**src/hdl/sonata_pkg.sv**
```systemverilog
// Shared bus types and address map for the peripheral subsystem
// Devices sit on a 64 KiB stride selected by address bits 19:16
package sonata_pkg;

  typedef logic [31:0] bus_addr_t;
  typedef logic [31:0] bus_data_t;
  typedef logic [3:0]  bus_be_t;
  typedef logic [7:0]  reg_addr_t;    // Register offset inside a device
  typedef logic [15:0] dev_offset_t;  // Full offset field handed to a device
  typedef logic [63:0] mtime_t;

  typedef struct packed {
    logic      req;
    logic      we;
    bus_be_t   be;
    bus_addr_t addr;
    bus_data_t wdata;
  } bus_req_t;

  typedef struct packed {
    logic      rvalid;
    bus_data_t rdata;
    logic      err;
  } bus_rsp_t;

  typedef struct packed {
    logic        req;
    logic        we;
    bus_be_t     be;
    dev_offset_t offset;
    bus_data_t   wdata;
  } dev_req_t;

  typedef enum logic [2:0] {
    GPIO,
    PWM,
    TIMER,
    REV_TAGS,
    NONE
  } bus_device_e;

  localparam int unsigned NrDevices = 4;

  ///////////////////////////////
  // Address map
  ///////////////////////////////

  localparam int unsigned DevSelLsb = 16;
  localparam int unsigned DevSelMsb = 19;

  localparam reg_addr_t GpioOutOffset      = 8'h00;
  localparam reg_addr_t GpioInOffset       = 8'h04;

  localparam reg_addr_t TimerCtrlOffset    = 8'h00;  // Bit 0 is enable
  localparam reg_addr_t TimerLowOffset     = 8'h04;
  localparam reg_addr_t TimerHighOffset    = 8'h08;
  localparam reg_addr_t TimerCmpLowOffset  = 8'h0C;
  localparam reg_addr_t TimerCmpHighOffset = 8'h10;

  // PWM channel n sits at 4*n, duty from bit 0
  localparam int unsigned PwmPeriodLsb = 8;

  // Byte-wise merge of a write into an existing word
  function automatic bus_data_t be_merge(bus_data_t old_q, bus_data_t new_d, bus_be_t be);
    bus_data_t merged;
    for (int b = 0; b < 4; b++) begin
      merged[b*8 +: 8] = be[b] ? new_d[b*8 +: 8] : old_q[b*8 +: 8];
    end
    return merged;
  endfunction

endpackage
```
**src/hdl/mtimer.sv**
```systemverilog
// Halves are written separately, so a 64-bit update is not atomic
// The interrupt level lags the compare by one cycle
`timescale 1ns/10ps

module mtimer (
  input  logic                  clk_sys_i,
  input  logic                  rst_sys_ni,
  input  sonata_pkg::dev_req_t  dev_req_i,
  output sonata_pkg::bus_data_t rdata_o,
  output logic                  timer_irq_o
);
  import sonata_pkg::*;

  reg_addr_t reg_addr;
  logic      wr;
  logic      en_q;
  logic      en_d;
  mtime_t    mtime_q;
  mtime_t    mtime_d;
  mtime_t    mtimecmp_q;
  mtime_t    mtimecmp_d;
  logic      irq_q;
  bus_data_t rdata_d;

  assign reg_addr = dev_req_i.offset[7:0];
  assign wr       = dev_req_i.req & dev_req_i.we;

  ///////////////////////////////
  // Register updates
  ///////////////////////////////

  always_comb begin
    en_d       = en_q;
    mtime_d    = en_q ? mtime_q + 64'd1 : mtime_q;
    mtimecmp_d = mtimecmp_q;

    if (wr) begin
      unique case (reg_addr)
        TimerCtrlOffset: begin
          if (dev_req_i.be[0]) begin
            en_d = dev_req_i.wdata[0];
          end
        end
        // A bus write overrides the increment of that half
        TimerLowOffset:
          mtime_d[31:0] = be_merge(mtime_q[31:0], dev_req_i.wdata, dev_req_i.be);
        TimerHighOffset:
          mtime_d[63:32] = be_merge(mtime_q[63:32], dev_req_i.wdata, dev_req_i.be);
        TimerCmpLowOffset:
          mtimecmp_d[31:0] = be_merge(mtimecmp_q[31:0], dev_req_i.wdata, dev_req_i.be);
        TimerCmpHighOffset:
          mtimecmp_d[63:32] = be_merge(mtimecmp_q[63:32], dev_req_i.wdata, dev_req_i.be);
        default: ;
      endcase
    end
  end

  always_ff @(posedge clk_sys_i or negedge rst_sys_ni) begin
    if (!rst_sys_ni) begin
      en_q       <= 1'b0;
      mtime_q    <= '0;
      mtimecmp_q <= '1;  // Far future, no interrupt
      irq_q      <= 1'b0;
    end else begin
      en_q       <= en_d;
      mtime_q    <= mtime_d;
      mtimecmp_q <= mtimecmp_d;
      irq_q      <= (mtime_q >= mtimecmp_q);
    end
  end

  ///////////////////////////////
  // Read back
  ///////////////////////////////

  always_comb begin
    unique case (reg_addr)
      TimerCtrlOffset:    rdata_d = {31'b0, en_q};
      TimerLowOffset:     rdata_d = mtime_q[31:0];
      TimerHighOffset:    rdata_d = mtime_q[63:32];
      TimerCmpLowOffset:  rdata_d = mtimecmp_q[31:0];
      TimerCmpHighOffset: rdata_d = mtimecmp_q[63:32];
      default:            rdata_d = '0;
    endcase
  end

  always_ff @(posedge clk_sys_i) begin
    if (dev_req_i.req && !dev_req_i.we) begin
      rdata_o <= rdata_d;
    end
  end

  assign timer_irq_o = irq_q;

endmodule

```
**config.mk**
```make
export PLATFORM = sky130hd
export DESIGN_NAME = mtimer
export DESIGN_NICKNAME = d
export VERILOG_FILES = /design/src/hdl/sonata_pkg.sv /design/src/hdl/mtimer.sv
export SDC_FILE = /design/constraint.sdc
export NUM_CORES = 1
export LEC_CHECK = 0
export ABC_CLOCK_PERIOD_IN_PS = 3250
export CAP_MARGIN = 20
export CELL_PAD_IN_SITES_DETAIL_PLACEMENT = 2
export CELL_PAD_IN_SITES_GLOBAL_PLACEMENT = 2
export CORE_ASPECT_RATIO = 1.25
export CORE_MARGIN = 3
export CORE_UTILIZATION = 40
export DETAILED_ROUTE_END_ITERATION = 7
export DONT_BUFFER_PORTS = 1
export GPL_TIMING_DRIVEN = 1
export PLACE_DENSITY_LB_ADDON = 0.1
export SETUP_SLACK_MARGIN = 0.02
export SYNTH_ARGS = -nofsm -noshare
export SYNTH_HDL_FRONTEND = slang
export SYNTH_SLANG_ARGS = --single-unit
```
**constraint.sdc**
```tcl
create_clock -name clk_sys_i -period 3.25 [get_ports clk_sys_i]
set_clock_uncertainty 0.05 [all_clocks]
set_input_delay 0.65 -clock clk_sys_i [delete_from_list [all_inputs] [get_ports clk_sys_i]]
set_output_delay 0.65 -clock clk_sys_i [all_outputs]
set_load 0.01 [all_outputs]
```
== Word level (Yosys, flattened, before mapping) ==
Cells that the tools add are included.

* Register bits after elaboration: 162
* Bits of input ports: 56
* Output and inout port bits: 33
* Word-level logic and storage cells: 55

* Add/subtract/negate cells: 1
* Order comparisons: 1
* Equal/unequal tests: 12
* Mux-type cells: 9
* Bitwise gates (word level): 1
* Reductions and logical operators: 12

{| class="wikitable"
|+ Operators with widths
! kind !! number
|-
| 32-bit case mux with 5 select lines || 1
|-
| 64-bit two-way mux || 2
|-
| 64-bit by 1-bit adder with 64-bit output, second input constant || 1
|-
| 64-bit greater-or-equal comparator || 1
|-
| 32-bit two-way mux || 2
|-
| 8-bit two-way mux || 4
|-
| 3-bit AND reduction || 9
|-
| 3-bit inequality test, second input constant || 8
|-
| 8-bit by 4-bit == test with 1-bit output, second input constant || 2
|-
| 8-bit by 3-bit == test with 1-bit output, second input constant || 1
|-
| 8-bit by 5-bit == test with 1-bit output, second input constant || 1
|-
| 8-bit zero test || 1
|-
| 1-bit bitwise AND || 1
|-
| 1-bit logical AND || 1
|-
| 1-bit zero test || 1
|}

== Depth between registers and ports, before layout ==
Gate-level depths: netlist of the first run.

* Depth in word-level cells: 4
* Depth in mapped cells: 10
* Mapped depth without buffers: 8

== Worst setup path after synthesis of the first run ==
No wires, ideal clock.

* Path kind: input to register
* From: input dev_req_i[37] (netlist name)
* To: register mtimecmp_q[13]
* Library setup time: 79 ps
* Arrival: 2623 ps
* Data required time: 3121 ps
* Slack: 499 ps
* Stages: 10
* Buffers on the path: 4
* Path through: or4_1 > clkbuf_1 > nor3_1 > and3_1 > clkbuf_1 > and3_1 > clkbuf_1 > clkbuf_1 > nand2_1 > o21ai_0

* Longest elaborated chain between the ends: 2

{| class="wikitable"
|+ Ends and longest elaborated chain
! what !! line !! text
|-
| start: declaration || mtimer.sv:8 || <nowiki>input sonata_pkg::dev_req_t dev_req_i,</nowiki>
|-
| 8-bit by 4-bit == test with 1-bit output || mtimer.sv:38 || <nowiki>unique case (reg_addr)</nowiki>
|-
| 3-bit AND reduction (no line) || n/a ||
|-
| end signal: assignment || mtimer.sv:67 || <nowiki>mtimecmp_q <= mtimecmp_d;</nowiki>
|-
| end: declaration || mtimer.sv:20 || <nowiki>mtime_t mtimecmp_q;</nowiki>
|}

No other way between the ends.
A chain may end at the register's enable or synchronous reset.

== Worst setup path in the final report of the first run ==
* From: register mtimecmp_q[15]
* To: register irq_q, in the netlist timer_irq_o

* Longest elaborated chain between the ends: 1

{| class="wikitable"
|+ Ends and longest elaborated chain
! what !! line !! text
|-
| 64-bit greater-or-equal comparator || mtimer.sv:68 || <nowiki>irq_q <= (mtime_q >= mtimecmp_q);</nowiki>
|-
| end signal: assignment || mtimer.sv:68 ||
|-
| end: declaration || mtimer.sv:22 || <nowiki>logic irq_q;</nowiki>
|}

No other way between the ends.

==> results of run 1 <==
==> synth_stat cells (8+ instances only) <==
library cell / count
a211oi_1: 9
a21oi_1: 68
a222oi_1: 32
and3_1: 30
clkbuf_1: 55
dfrtp_1: 66
dfstp_2: 64
edfxtp_1: 32
ha_1: 65
inv_1: 81
nand2_1: 198
nand3_1: 43
nand4_1: 41
nor2_1: 68
nor3_1: 22
nor4_1: 13
o211ai_1: 8
o21ai_0: 86
o31ai_1: 11
o32ai_1: 13
or4_1: 12
==> registers in the layout (all words and copies together) (netlist names) <==
signal / cells
en_q: 1
mtimecmp_q: 64
rdata_o: 32
mtime_q: 64
timer_irq_o: 1
==> power breakdown <==
part           total [mW]  internal, mW  switching, mW  leakage [nW]
Combinational       0.319         0.113          0.207          3.22
Clock                2.19          1.29          0.900         0.285
Sequential           2.21          2.14         0.0632          1.75
==> metrics by stage <==
stage                     instances  hold WS, ns
final                          1530      0.06426
after global placement         1489       0.3120
after global routing           1530      0.06651
after floorplan                1148       0.3044
after CTS                      1527    0.0009904
after detailed placement       1489       0.3128
==> metal layers <==
metal | up-vias | track usage, %
li1 | 4318 | -
met4 | 0 | 16.30
met2 | 314 | 59.17
met3 | 127 | 5.363
met5 | - | 0
met1 | 5060 | 36.78
==> worst paths after layout <==
path	endpoint	slack (ns)
max	timer_irq_o	0.17
min in group clk_sys_i	mtimecmp_q[6]	0.26
min	mtime_q[52]	0.06
max in group asynchronous	mtimecmp_q[45]	1.85
min reg2reg	mtimecmp_q[22]	0.48
max reg2reg	timer_irq_o	0.17
==> cell families (layout without fill, tap and decap cells) <==
group | count (synthesis) | after routing | share of synthesized area, %
buffers and inverters | 142 | 194 | 5.425
adder cells (fa/ha/maj) | 65 | 65 | 8.107
flip-flops | 162 | 162 | 42.80
AO/OA/AOI/OAI | 295 | 295 | 19.69
multiplexers | 8 | 8 | 0.8356
AND/OR/NAND/NOR | 475 | 475 | 23.05
XOR/XNOR | 1 | 1 | 0.08732
==> layout make-up <==
type | count | area share (%)
timing repair buffer | 81 | 5.880
sequential | 162 | 37.24
tap | 330 | 3.580
inverter | 81 | 2.636
clock inverter | 13 | 1.595
clock buffer | 19 | 3.754
multi-input combinational | 844 | 45.32
==> timing repair <==
action                    4_1_cts  5_1_grt
hold buffers                    6        2
setup buffers                   0        0
hold endpoints to repair       67       16
==> key figures, run 1 <==
Synth
  • Register bit total from synthesis: ~160
  • Total nets after synthesis: 1269
  • Post-synth EDFFs: 32
  • Yosys warnings: 0
  • Seq/Total Area, Yosys: 42.80%
  • Main synth FF type: dfrtp_1
  • Top cells by area, synth: dfstp_2 (17%), dfrtp_1 (16%), edfxtp_1 (9.6%)
  • Fraction of registers with async set/reset: 80.25%
  • Post-Synthesis Cell Area: 10030 µm²
  • Yosys cell types: 63
  • Synthesized area per cell: 8.739 µm²
  • Synthesized instance count: approximately 1100
  • Largest area contributor in the netlist: dfstp_2
  • Yosys top cell area share: 16.76%

Power
  • PD cells: 408.9 nW/µm²
  • Lkg Pwr: 5.252 nW
  • Worst VDD drop: 0.3079 mV
  • Overall Power: 4.715 mW

Critical path
  • CP required: around 3.6 ns
  • CP Launch Point: mtimecmp_q[15]
  • RR Startpoint: mtimecmp_q[15]
  • Slowest cell on crit path: or4_1
  • CP Max Fanout: 3
  • Cells along the critical path: inv_1, ha_1, nand4_1, or4_1, a221oi_1, buf_4, a211oi_1, o32ai_1, buf_4, or4_1
  • Max stage delay on crit path: 0.63 ns
  • CP Depth: 10
  • Crit path DAT: about 3.4 ns
  • Crit. End Element: flop
  • Worst Reg-to-Reg Cells: 10
  • Family with the most delay on the worst path: simple AND/OR/NAND/NOR gates
  • CP Buf/Inv Count: 3
  • Startpoint types: flop
  • Critical path class: reg2reg

Cells and area
  • FF+latch area: 4294 µm²
  • Fin area: 11530 µm²
  • Commonest non-fill, non-tap cell in the layout: nand2_1
  • Fraction of layout cells with a size suffix above 1: between 15 and 20%
  • Synth-to-layout area growth: 14.95%
  • Core Util, Final: 46.91%
  • Commonest non-fill, non-tap cells in the layout: nand2_1 (198), o21ai_0 (86), inv_1 (81), buf_4 (70)
  • Multi-input logic area: 5226 µm²
  • Total Nets Final: 1308
  • Diodes inserted: 0
  • Filler instances: around 2800

Die
  • Core Region: 24580 µm²
  • # rows: 64
  • Die height: 183.1 µm
  • Chip Width: roughly 150 µm
  • Die ar.: 27030 µm²
  • Initial Utilization: 40.81%
  • Ports: 89

Drt
  • WL per Instance: between 20 and 30 µm
  • Detailed Route WL: approximately 44000 µm
  • Initial DRC count: 722
  • Length of routed met3 wiring: 1886 µm
  • DRT Pass-1 Iters: 6
  • Final routed DRC violation total: 0
  • Metal-1 WL: 16670 µm
  • Met2 WL: 22640 µm
  • Vias: approximately 10000
  • ANT nets after route: 0
  • Via density: 6.418
  • Top sig layer: met4

CTS
  • CTS Buf Count: 17
  • Worst-Skew Late Latency: 0.44 ns
  • Clk slew on worst S/H paths: around 0.07 ns
  • H-tree depth: 4
  • CTS tree: yes
  • Clock Tree Buf Depth: 2
  • Clk sinks: 162
  • CTS resizes: 0
  • Root buffer cell: clkbuf_16

STA
  • Max-Slew Margin vs Limit: 29.74%
  • Fmax: 325.2 MHz
  • Fin Setup TNS: 0 ns
  • Final hold vios: 0
  • RSZ-0062 raised after global routing: false
  • Max-slew violation count: 0
  • Slew @ Worst Pin: between 1 and 1.5 ns
  • Final Critical Period: 3.075 ns
  • Slack of the critical path: approximately 0.17 ns
  • Setup Viol. Count Final: 0
  • Period utilization: roughly 95%

Global route
  • GRT Util Overall: 32.55%
  • Total gr overflow: 0
  • First-pass GRT wire length: about 67000 µm
  • Pin count of the biggest net entering global routing: 68
  • Initial antenna violation count: 0
  • Vias in the first global route: around 11000

Placed design
  • DP Area: 10800 µm²
  • Buffers on Ports: 0
  • Placed wire-length estimate: between 30000 and 40000 µm
  • Place WS: 0.2303 ns
  • GPL Wtd Cong: 0.9765

Run status
  • Status: completed

Hold path
  • Worst Hold Class: in2async

Run
  • Max_cap viols: 0
Power figures use the tool's default switching activity.
==> run 2, diff against run 1 <==
--- a/config.mk
+++ b/config.mk
@@ -5,13 +5,14 @@
 export SDC_FILE = /design/constraint.sdc
 export NUM_CORES = 1
 export LEC_CHECK = 0
-export ABC_CLOCK_PERIOD_IN_PS = 3250
+export ABC_AREA = 1
+export ABC_CLOCK_PERIOD_IN_PS = 3010
 export CAP_MARGIN = 20
 export CELL_PAD_IN_SITES_DETAIL_PLACEMENT = 2
 export CELL_PAD_IN_SITES_GLOBAL_PLACEMENT = 2
 export CORE_ASPECT_RATIO = 1.25
-export CORE_MARGIN = 3
-export CORE_UTILIZATION = 40
+export CORE_MARGIN = 5
+export CORE_UTILIZATION = 37
 export DETAILED_ROUTE_END_ITERATION = 7
 export DONT_BUFFER_PORTS = 1
 export GPL_TIMING_DRIVEN = 1
==> constraint.sdc (replaced) <==
create_clock -name clk_sys_i -period 3.01 [get_ports clk_sys_i]
set_clock_uncertainty 0.05 [all_clocks]
set_input_delay 0.602 -clock clk_sys_i [delete_from_list [all_inputs] [get_ports clk_sys_i]]
set_output_delay 0.602 -clock clk_sys_i [all_outputs]
set_load 0.01 [all_outputs]
==> key figures, run 2 <==
Global route
  • Pin count of the biggest net entering global routing: 131 (+93%)
  • First-pass GRT wire length: 73310 µm (+9.5%)
  • GRT Util Overall: 28.02% (-4.5 points)
  • Initial antenna violation count: 0 (unchanged)
  • Total gr overflow: 0 (unchanged)
  • Vias in the first global route: 12370 (+13%)

Power
  • Overall Power: 5.067 mW (+7.5%)
  • Clock network power share: 42.8% (-3.6 points)
  • Worst VDD drop: 0.2695 mV (-12%)
  • Lkg Pwr: 5.167 nW (-1.6%)
  • Int Pwr: 3.651 mW (+3.0%)
  • Seq pwr share: 48.0% (+1.2 points)
  • Switch Pwr: 1.416 mW (+21%)
  • Gate power share: 9.2% (+2.4 points)
  • PD cells: 409.9 nW/µm² (+0.26%)
  • Switching share of power: 27.95% (+3.1 points)

Cells and area
  • Fin area: 12360 µm² (+7.2%)
  • Largest regs: mtime_q: 64 flops, mtimecmp_q: 64 flops, rdata_o: 32 flops
  • Commonest non-fill, non-tap cell in the layout: nand2_1
  • Fraction of layout cells with a size suffix above 1: 11.42% (-4.2 points)
  • Total Nets Final: 1710 (+31%)
  • Synth-to-layout area growth: 9.535%
  • Diodes inserted: 0 (unchanged)
  • Commonest non-fill, non-tap cells in the layout: nand2_1 (543), inv_1 (194), nor2_1 (132), o21ai_0 (88), nand3_1 (78)

Synth
  • Yosys warnings: 0 (unchanged)
  • Synthesized area per cell: 7.147 µm² (-18%)
  • Synthesized instance count: 1579 (+38%)
  • Seq/Total Area, Yosys: 38.05% (-4.8 points)
  • Top cells by area, synth: nand2_1 (18%), dfstp_2 (15%), dfrtp_1 (15%)
  • Yosys cell types: 39 (-38%)
  • Largest area contributor in the netlist: nand2_1
  • Total nets after synthesis: 1700 (+34%)
  • Yosys top cell area share: 18.06% (+1.3 points)
  • Post-synth EDFFs: 32 (unchanged)
  • Main synth FF type: dfrtp_1
  • Post-Synthesis Cell Area: 11280 µm² (+12%)
  • Fraction of registers with async set/reset: 80.25% (unchanged)
  • Commonest cells in the netlist: nand2_1 (543), inv_1 (194), nor2_1 (133)
  • Register bit total from synthesis: 162 (unchanged)
  • Count leader, synth: nand2_1

Critical path
  • Worst Reg-to-Reg Cells: 12 (+2)
  • Register-to-register setup slack: 0.63 ns (+0.46 ns)
  • Crit. End Element: flop
  • Critical path class: reg2reg
  • CP Launch Point: mtimecmp_q[63]
  • Crit path DAT: 2.72 ns (-0.68 ns)
  • CP required: 3.35 ns (-0.22 ns)
  • Startpoint types: flop
  • Reg2reg end: timer_irq_o
  • RR Startpoint: mtimecmp_q[63]
  • CP Max Fanout: 3 (unchanged)

Drt
  • DRT Pass-1 Iters: 5 (-1)
  • Initial DRC count: 635 (-12%)
  • ANT nets after route: 0 (unchanged)
  • Final routed DRC violation total: 0 (unchanged)
  • Detailed Route WL: 47350 µm (+8.5%)
  • Vias: 11140 (+13%)
  • WL per Instance: 23.64 µm (-17%)
  • Via density: 5.563 (-13%)

Run status
  • Status: finished with violations
  • Failing checks: hold timing

Die
  • Core Region: 30120 µm² (+23%)
  • Initial Utilization: 37.47% (-3.3 points)
  • Ports: 89 (unchanged)
  • Die ar.: 34110 µm² (+26%)
  • Die height: 205.3 µm (+12%)
  • # rows: 71 (+11%)
  • Chip Width: 166.2 µm (+13%)

CTS
  • Clk sinks: 162 (unchanged)
  • Root buffer cell: clkbuf_16
  • CTS resizes: 0 (unchanged)
  • Clk slew on worst S/H paths: 0.07 ns (about the same)
  • H-tree depth: 4 (unchanged)
  • Clock Tree Buf Depth: 2 (unchanged)
  • Post-CTS Repair Setup Buffers: 0 (unchanged)
  • CTS tree: yes
  • Worst-Skew Late Latency: 0.45 ns (about the same)
  • CTS Buf Count: 17 (unchanged)

STA
  • Setup Viol. Count Final: 0 (unchanged)
  • Max-Slew Margin vs Limit: 52.47% (+23 points)
  • Final Critical Period: 2.377 ns (-0.6979 ns)
  • Fmax: 420.6 MHz (+29%)
  • Period utilization: 78.98% (-16 points)
  • Worst hold slack: -0.2003 ns (-0.2646 ns)
  • RSZ-0062 raised after global routing: false
  • Max-slew violation count: 0 (unchanged)
  • Final hold vios: 92 (+92)
  • Fin Setup TNS: 0 ns (unchanged)
  • Slew @ Worst Pin: 0.7104 ns (-0.3401 ns)

Hold path
  • Worst Hold Class: in2async

Placed design
  • Placed wire-length estimate: 36500 µm (+20%)
  • GPL Wtd Cong: 0.9084 (-7.0%)
  • Buffers on Ports: 0 (unchanged)
  • DP Area: 11810 µm² (+9.3%)

Run
  • Max_cap viols: 0 (unchanged)
==> run 2: cell count changes after synthesis, sizes merged, moves of 30 or more <==
cell    previous run  this run
o21ai             86       138
nand3             44        80
a222oi            32         0
and3              30         0
inv               81       199
nor2              68       162
nand2            198       563
clkbuf            55         4
==> run 2: layout make-up <==
type | instances | area [µm²]
inverters | 200 | 750.7
multi-input cells | 1179 | 6035
well taps | 401 | 501.7
fillers | 3598 | 17750
flip-flops and latches | 162 | 4294
repair buffers | 29 | 230.2
clock buffers | 22 | 464.2
clock inverters | 10 | 85.08
==> run 2: through the flow <==
step                      setup WS (ns)  util, %  instances
after floorplan                  0.5471        -       1579
after global placement           0.5601    39.22       1971
after detailed placement         0.5298    39.22       1971
after CTS                        0.6365    41.04       2003
after global routing             0.4995    41.04       2003
final                            0.6327    41.04       2003
==> run 2: metal layers <==
layer / vias to the layer above / part of all wire (%) / track usage, %
li1: 5138 / - / -
met1: 5664 / 42 / 34.13
met2: 263 / 51 / 51.36
met3: 78 / 3.7 / 3.248
met4: 0 / 3.2 / 9.667
met5: - / 0 / 0
==> run 2: power by group through the flow <==
stage / logic (mW) / clock network, mW / registers [mW]
CTS: 0.470 / 2.19 / 2.43
floorplan: 0.315 / 0 / 2.43
finish: 0.468 / 2.17 / 2.43
detailed placement: 0.460 / 0 / 2.47
global route: 0.532 / 2.28 / 2.44
global placement: 0.432 / 0 / 2.47
==> run 2: critical path, stage by stage (launching register included) <==
cell	delay [ns]
dfstp_2	0.55
inv_1	0.04
ha_1	0.32
nand2_1	0.13
nor3_1	0.20
buf_4	0.17
nand3_1	0.15
nor2_1	0.14
buf_4	0.16
nand2_1	0.05
nand2_1	0.21
nor2_1	0.07
nand2_1	0.07
==> run 2: cell families (layout without fill, tap and decap cells) <==
family	Yosys count	in the layout	share of synthesized area, %
xor+xnor	28	28	2.173
simple gates	849	849	31.88
compound gates	237	237	12.15
flops	162	162	38.05
buf+inv	238	261	8.537
fa+ha+maj	65	65	7.207
==> run 2: how the worst max path moves through the flow <==
stage / endpoint
after floorplan: rdata_o[0]
after global placement: mtime_q[55]
after detailed placement: mtimecmp_q[57]
after CTS: timer_irq_o
after global routing: timer_irq_o
final: timer_irq_o
==> run 3, diff against run 2 <==
--- a/config.mk
+++ b/config.mk
@@ -5,14 +5,14 @@
 export SDC_FILE = /design/constraint.sdc
 export NUM_CORES = 1
 export LEC_CHECK = 0
-export ABC_AREA = 1
-export ABC_CLOCK_PERIOD_IN_PS = 3010
+export ABC_AREA = 0
+export ABC_CLOCK_PERIOD_IN_PS = 2400
 export CAP_MARGIN = 20
 export CELL_PAD_IN_SITES_DETAIL_PLACEMENT = 2
 export CELL_PAD_IN_SITES_GLOBAL_PLACEMENT = 2
 export CORE_ASPECT_RATIO = 1.25
 export CORE_MARGIN = 5
-export CORE_UTILIZATION = 37
+export CORE_UTILIZATION = 40
 export DETAILED_ROUTE_END_ITERATION = 7
 export DONT_BUFFER_PORTS = 1
 export GPL_TIMING_DRIVEN = 1
==> constraint.sdc (replaced) <==
create_clock -name clk_sys_i -period 2.4 [get_ports clk_sys_i]
set_clock_uncertainty 0.05 [all_clocks]
set_input_delay 0.48 -clock clk_sys_i [delete_from_list [all_inputs] [get_ports clk_sys_i]]
set_output_delay 0.48 -clock clk_sys_i [all_outputs]
set_load 0.01 [all_outputs]
==> key figures, run 3 (synthesized netlist as in run 1, its figures left out) <==
Critical path
  • Startpoint types: flop
  • Crit path DAT: 3.34 ns (+0.62 ns)
  • Critical path class: reg2reg
  • Crit. End Element: flop
  • CP required: 2.77 ns (-0.58 ns)
  • CP Max Fanout: 2 (-1)

CTS
  • Clock Tree Buf Depth: 2 (unchanged)
  • Clk slew on worst S/H paths: 0.07 ns (about the same)
  • CTS Buf Count: 17 (unchanged)
  • H-tree depth: 4 (unchanged)
  • CTS tree: yes
  • Clk sinks: 162 (unchanged)
  • Worst-Skew Late Latency: 0.49 ns (+0.04 ns)
  • Root buffer cell: clkbuf_16

Placed design
  • GPL Wtd Cong: 0.9334 (+2.8%)
  • Buffers on Ports: 0 (unchanged)
  • Placed wire-length estimate: 33440 µm (-8.4%)
  • Placed Instances: 1592 (-19%)
  • Place WS: -0.7408 ns (-1.271 ns)

STA
  • Period utilization: 123.8% (+45 points)
  • RSZ-0062 raised after global routing: true
  • Setup Viol. Count Final: 50 (+50)
  • Slack of the critical path: -0.5702 ns (-1.203 ns)
  • Slew @ Worst Pin: 0.6682 ns (-0.04215 ns)
  • Max-Slew Margin vs Limit: 55.04% (+2.6 points)
  • Max-slew violation count: 0 (unchanged)
  • Fmax: 336.7 MHz (-20%)
  • Final Critical Period: 2.970 ns (+0.5929 ns)
  • Worst hold slack: -0.3465 ns (-0.1462 ns)
  • Final hold vios: 130 (+41%)

Die
  • Die height: 187.1 µm (-8.9%)
  • Core Region: 24580 µm² (-18%)
  • Ports: 89 (unchanged)
  • Chip Width: 151.7 µm (-8.8%)
  • # rows: 64 (-9.9%)
  • Die ar.: 28370 µm² (-17%)
  • Initial Utilization: 40.81% (+3.3 points)

Power
  • Overall Power: 6.646 mW (+31%)
  • Gate power share: 10.3% (+1.1 points)
  • Switching share of power: 28.13% (+0.18 points)
  • Clock network power share: 44.7% (+1.9 points)
  • Seq pwr share: 45.0% (-3.0 points)
  • Int Pwr: 4.776 mW (+31%)
  • Worst VDD drop: 0.6374 mV (+140%)
  • PD cells: 492.0 nW/µm² (+20%)
  • Switch Pwr: 1.869 mW (+32%)
  • Lkg Pwr: 6.163 nW (+19%)

Drt
  • Initial DRC count: 1460 (+130%)
  • Final routed DRC violation total: 0 (unchanged)
  • DRT Pass-1 Iters: 6 (+1)
  • ANT nets after route: 0 (unchanged)
  • Metal-1 WL: 21990 µm (+11%)
  • WL per Instance: 39.08 µm (+65%)
  • Detailed Route WL: 65070 µm (+37%)
  • Vias: 12110 (+8.7%)
  • Via density: 7.276 (+31%)
  • Length of routed met3 wiring: 5743 µm (+230%)
  • Met2 WL: 30510 µm (+26%)
  • Top sig layer: met4

Run status
  • Status: finished with violations
  • Failing checks: hold timing, setup timing

Cells and area
  • Layout Cells excl Fill: 1665 (-17%)
  • Commonest non-fill, non-tap cells in the layout: nand2_1 (194), buf_4 (188), o21ai_0 (78), inv_1 (76), dfstp_2 (64)
  • Filler instances: 2510 (-30%)
  • Total Nets Final: 1443 (-16%)
  • Fraction of layout cells with a size suffix above 1: 33.43% (+22 points)
  • Largest regs: mtime_q: 64 flops, mtimecmp_q: 64 flops, rdata_o: 32 flops
  • Synth-to-layout area growth: 34.65%
  • Commonest non-fill, non-tap cell in the layout: nand2_1

Global route
  • GRT Util Overall: 38.30% (+10 points)
  • Total gr overflow: 0 (unchanged)
  • First-pass GRT wire length: 81520 µm (+11%)
  • Initial antenna violation count: 1 (+1)
  • Pin count of the biggest net entering global routing: 131 (unchanged)
  • Vias in the first global route: 12780 (+3.3%)

Run
  • Max_cap viols: 0 (unchanged)

Hold path
  • Worst Hold Class: in2async
## run 3: metal layers
metal / track usage (%) / vias up
met1: 42.03 / 6063
met2: 64.54 / 1017
li1: - / 4596
met3: 8.095 / 438
met4: 27.39 / 0
met5: 0 / -
## run 3: worst paths after layout
check                                from             end  slack [ns]  cells after the start
max                        mtimecmp_q[61]     timer_irq_o       -0.57                     10
min                            rst_sys_ni      mtime_q[3]       -0.35                      0
max reg2reg                mtimecmp_q[61]     timer_irq_o       -0.57                     10
min reg2reg                mtimecmp_q[24]  mtimecmp_q[24]        0.49                      2
max in group asynchronous      rst_sys_ni  mtimecmp_q[27]        2.34                      0
min in group clk_sys_i       dev_req_i[8]   mtimecmp_q[8]        0.06                      2
## run 3: critical path, cell delays in order (launching register included)
cell and delay (ns):
dfstp_2 0.54, inv_1 0.07, ha_1 0.32, nand4_1 0.24, nor4_2 0.40, buf_4 0.21
nand2_2 0.07, or3_4 0.37, buf_6 0.15, nor3_1 0.28, or4_1 0.19
## run 3: power groups by stage
stage / clock (mW) / combinational (mW) / sequential, mW
after floorplan: 0 / 0.228 / 3.01
after detailed placement: 0 / 0.459 / 3.02
after global placement: 0 / 0.430 / 3.01
final: 2.97 / 0.685 / 2.99
after global routing: 3.06 / 0.706 / 2.99
after CTS: 2.89 / 0.513 / 2.97
## run 3: layout make-up
cell class / instances / area [µm²] / share of cell area (%)
inverter: 81 / 304.0 / 2.251
clock buffer: 20 / 456.7 / 3.381
tap: 330 / 412.9 / 3.057
timing repair buffer: 216 / 1852 / 13.71
multi-input combinational: 844 / 6046 / 44.76
antenna: 1 / 2.502 / 0.01853
clock inverter: 11 / 131.4 / 0.9726
sequential: 162 / 4303 / 31.85
## run 3: repair_timing
item	in CTS	in global routing
gates resized for setup	44	124
pin swaps	22	64
setup buffers	18	24
endpoints found under the setup margin	27	43
hold endpoints to repair	130	130
## run 3: through the flow
step	cell area, µm²	TNS (ns)	util (%)
after CTS	12720	-0.4778	51.74
after global routing	13510	-8.891	54.94
final	13510	-8.352	54.95
after floorplan	10140	0	-
after detailed placement	11750	-3.688	47.81
after global placement	11750	-1.142	47.81
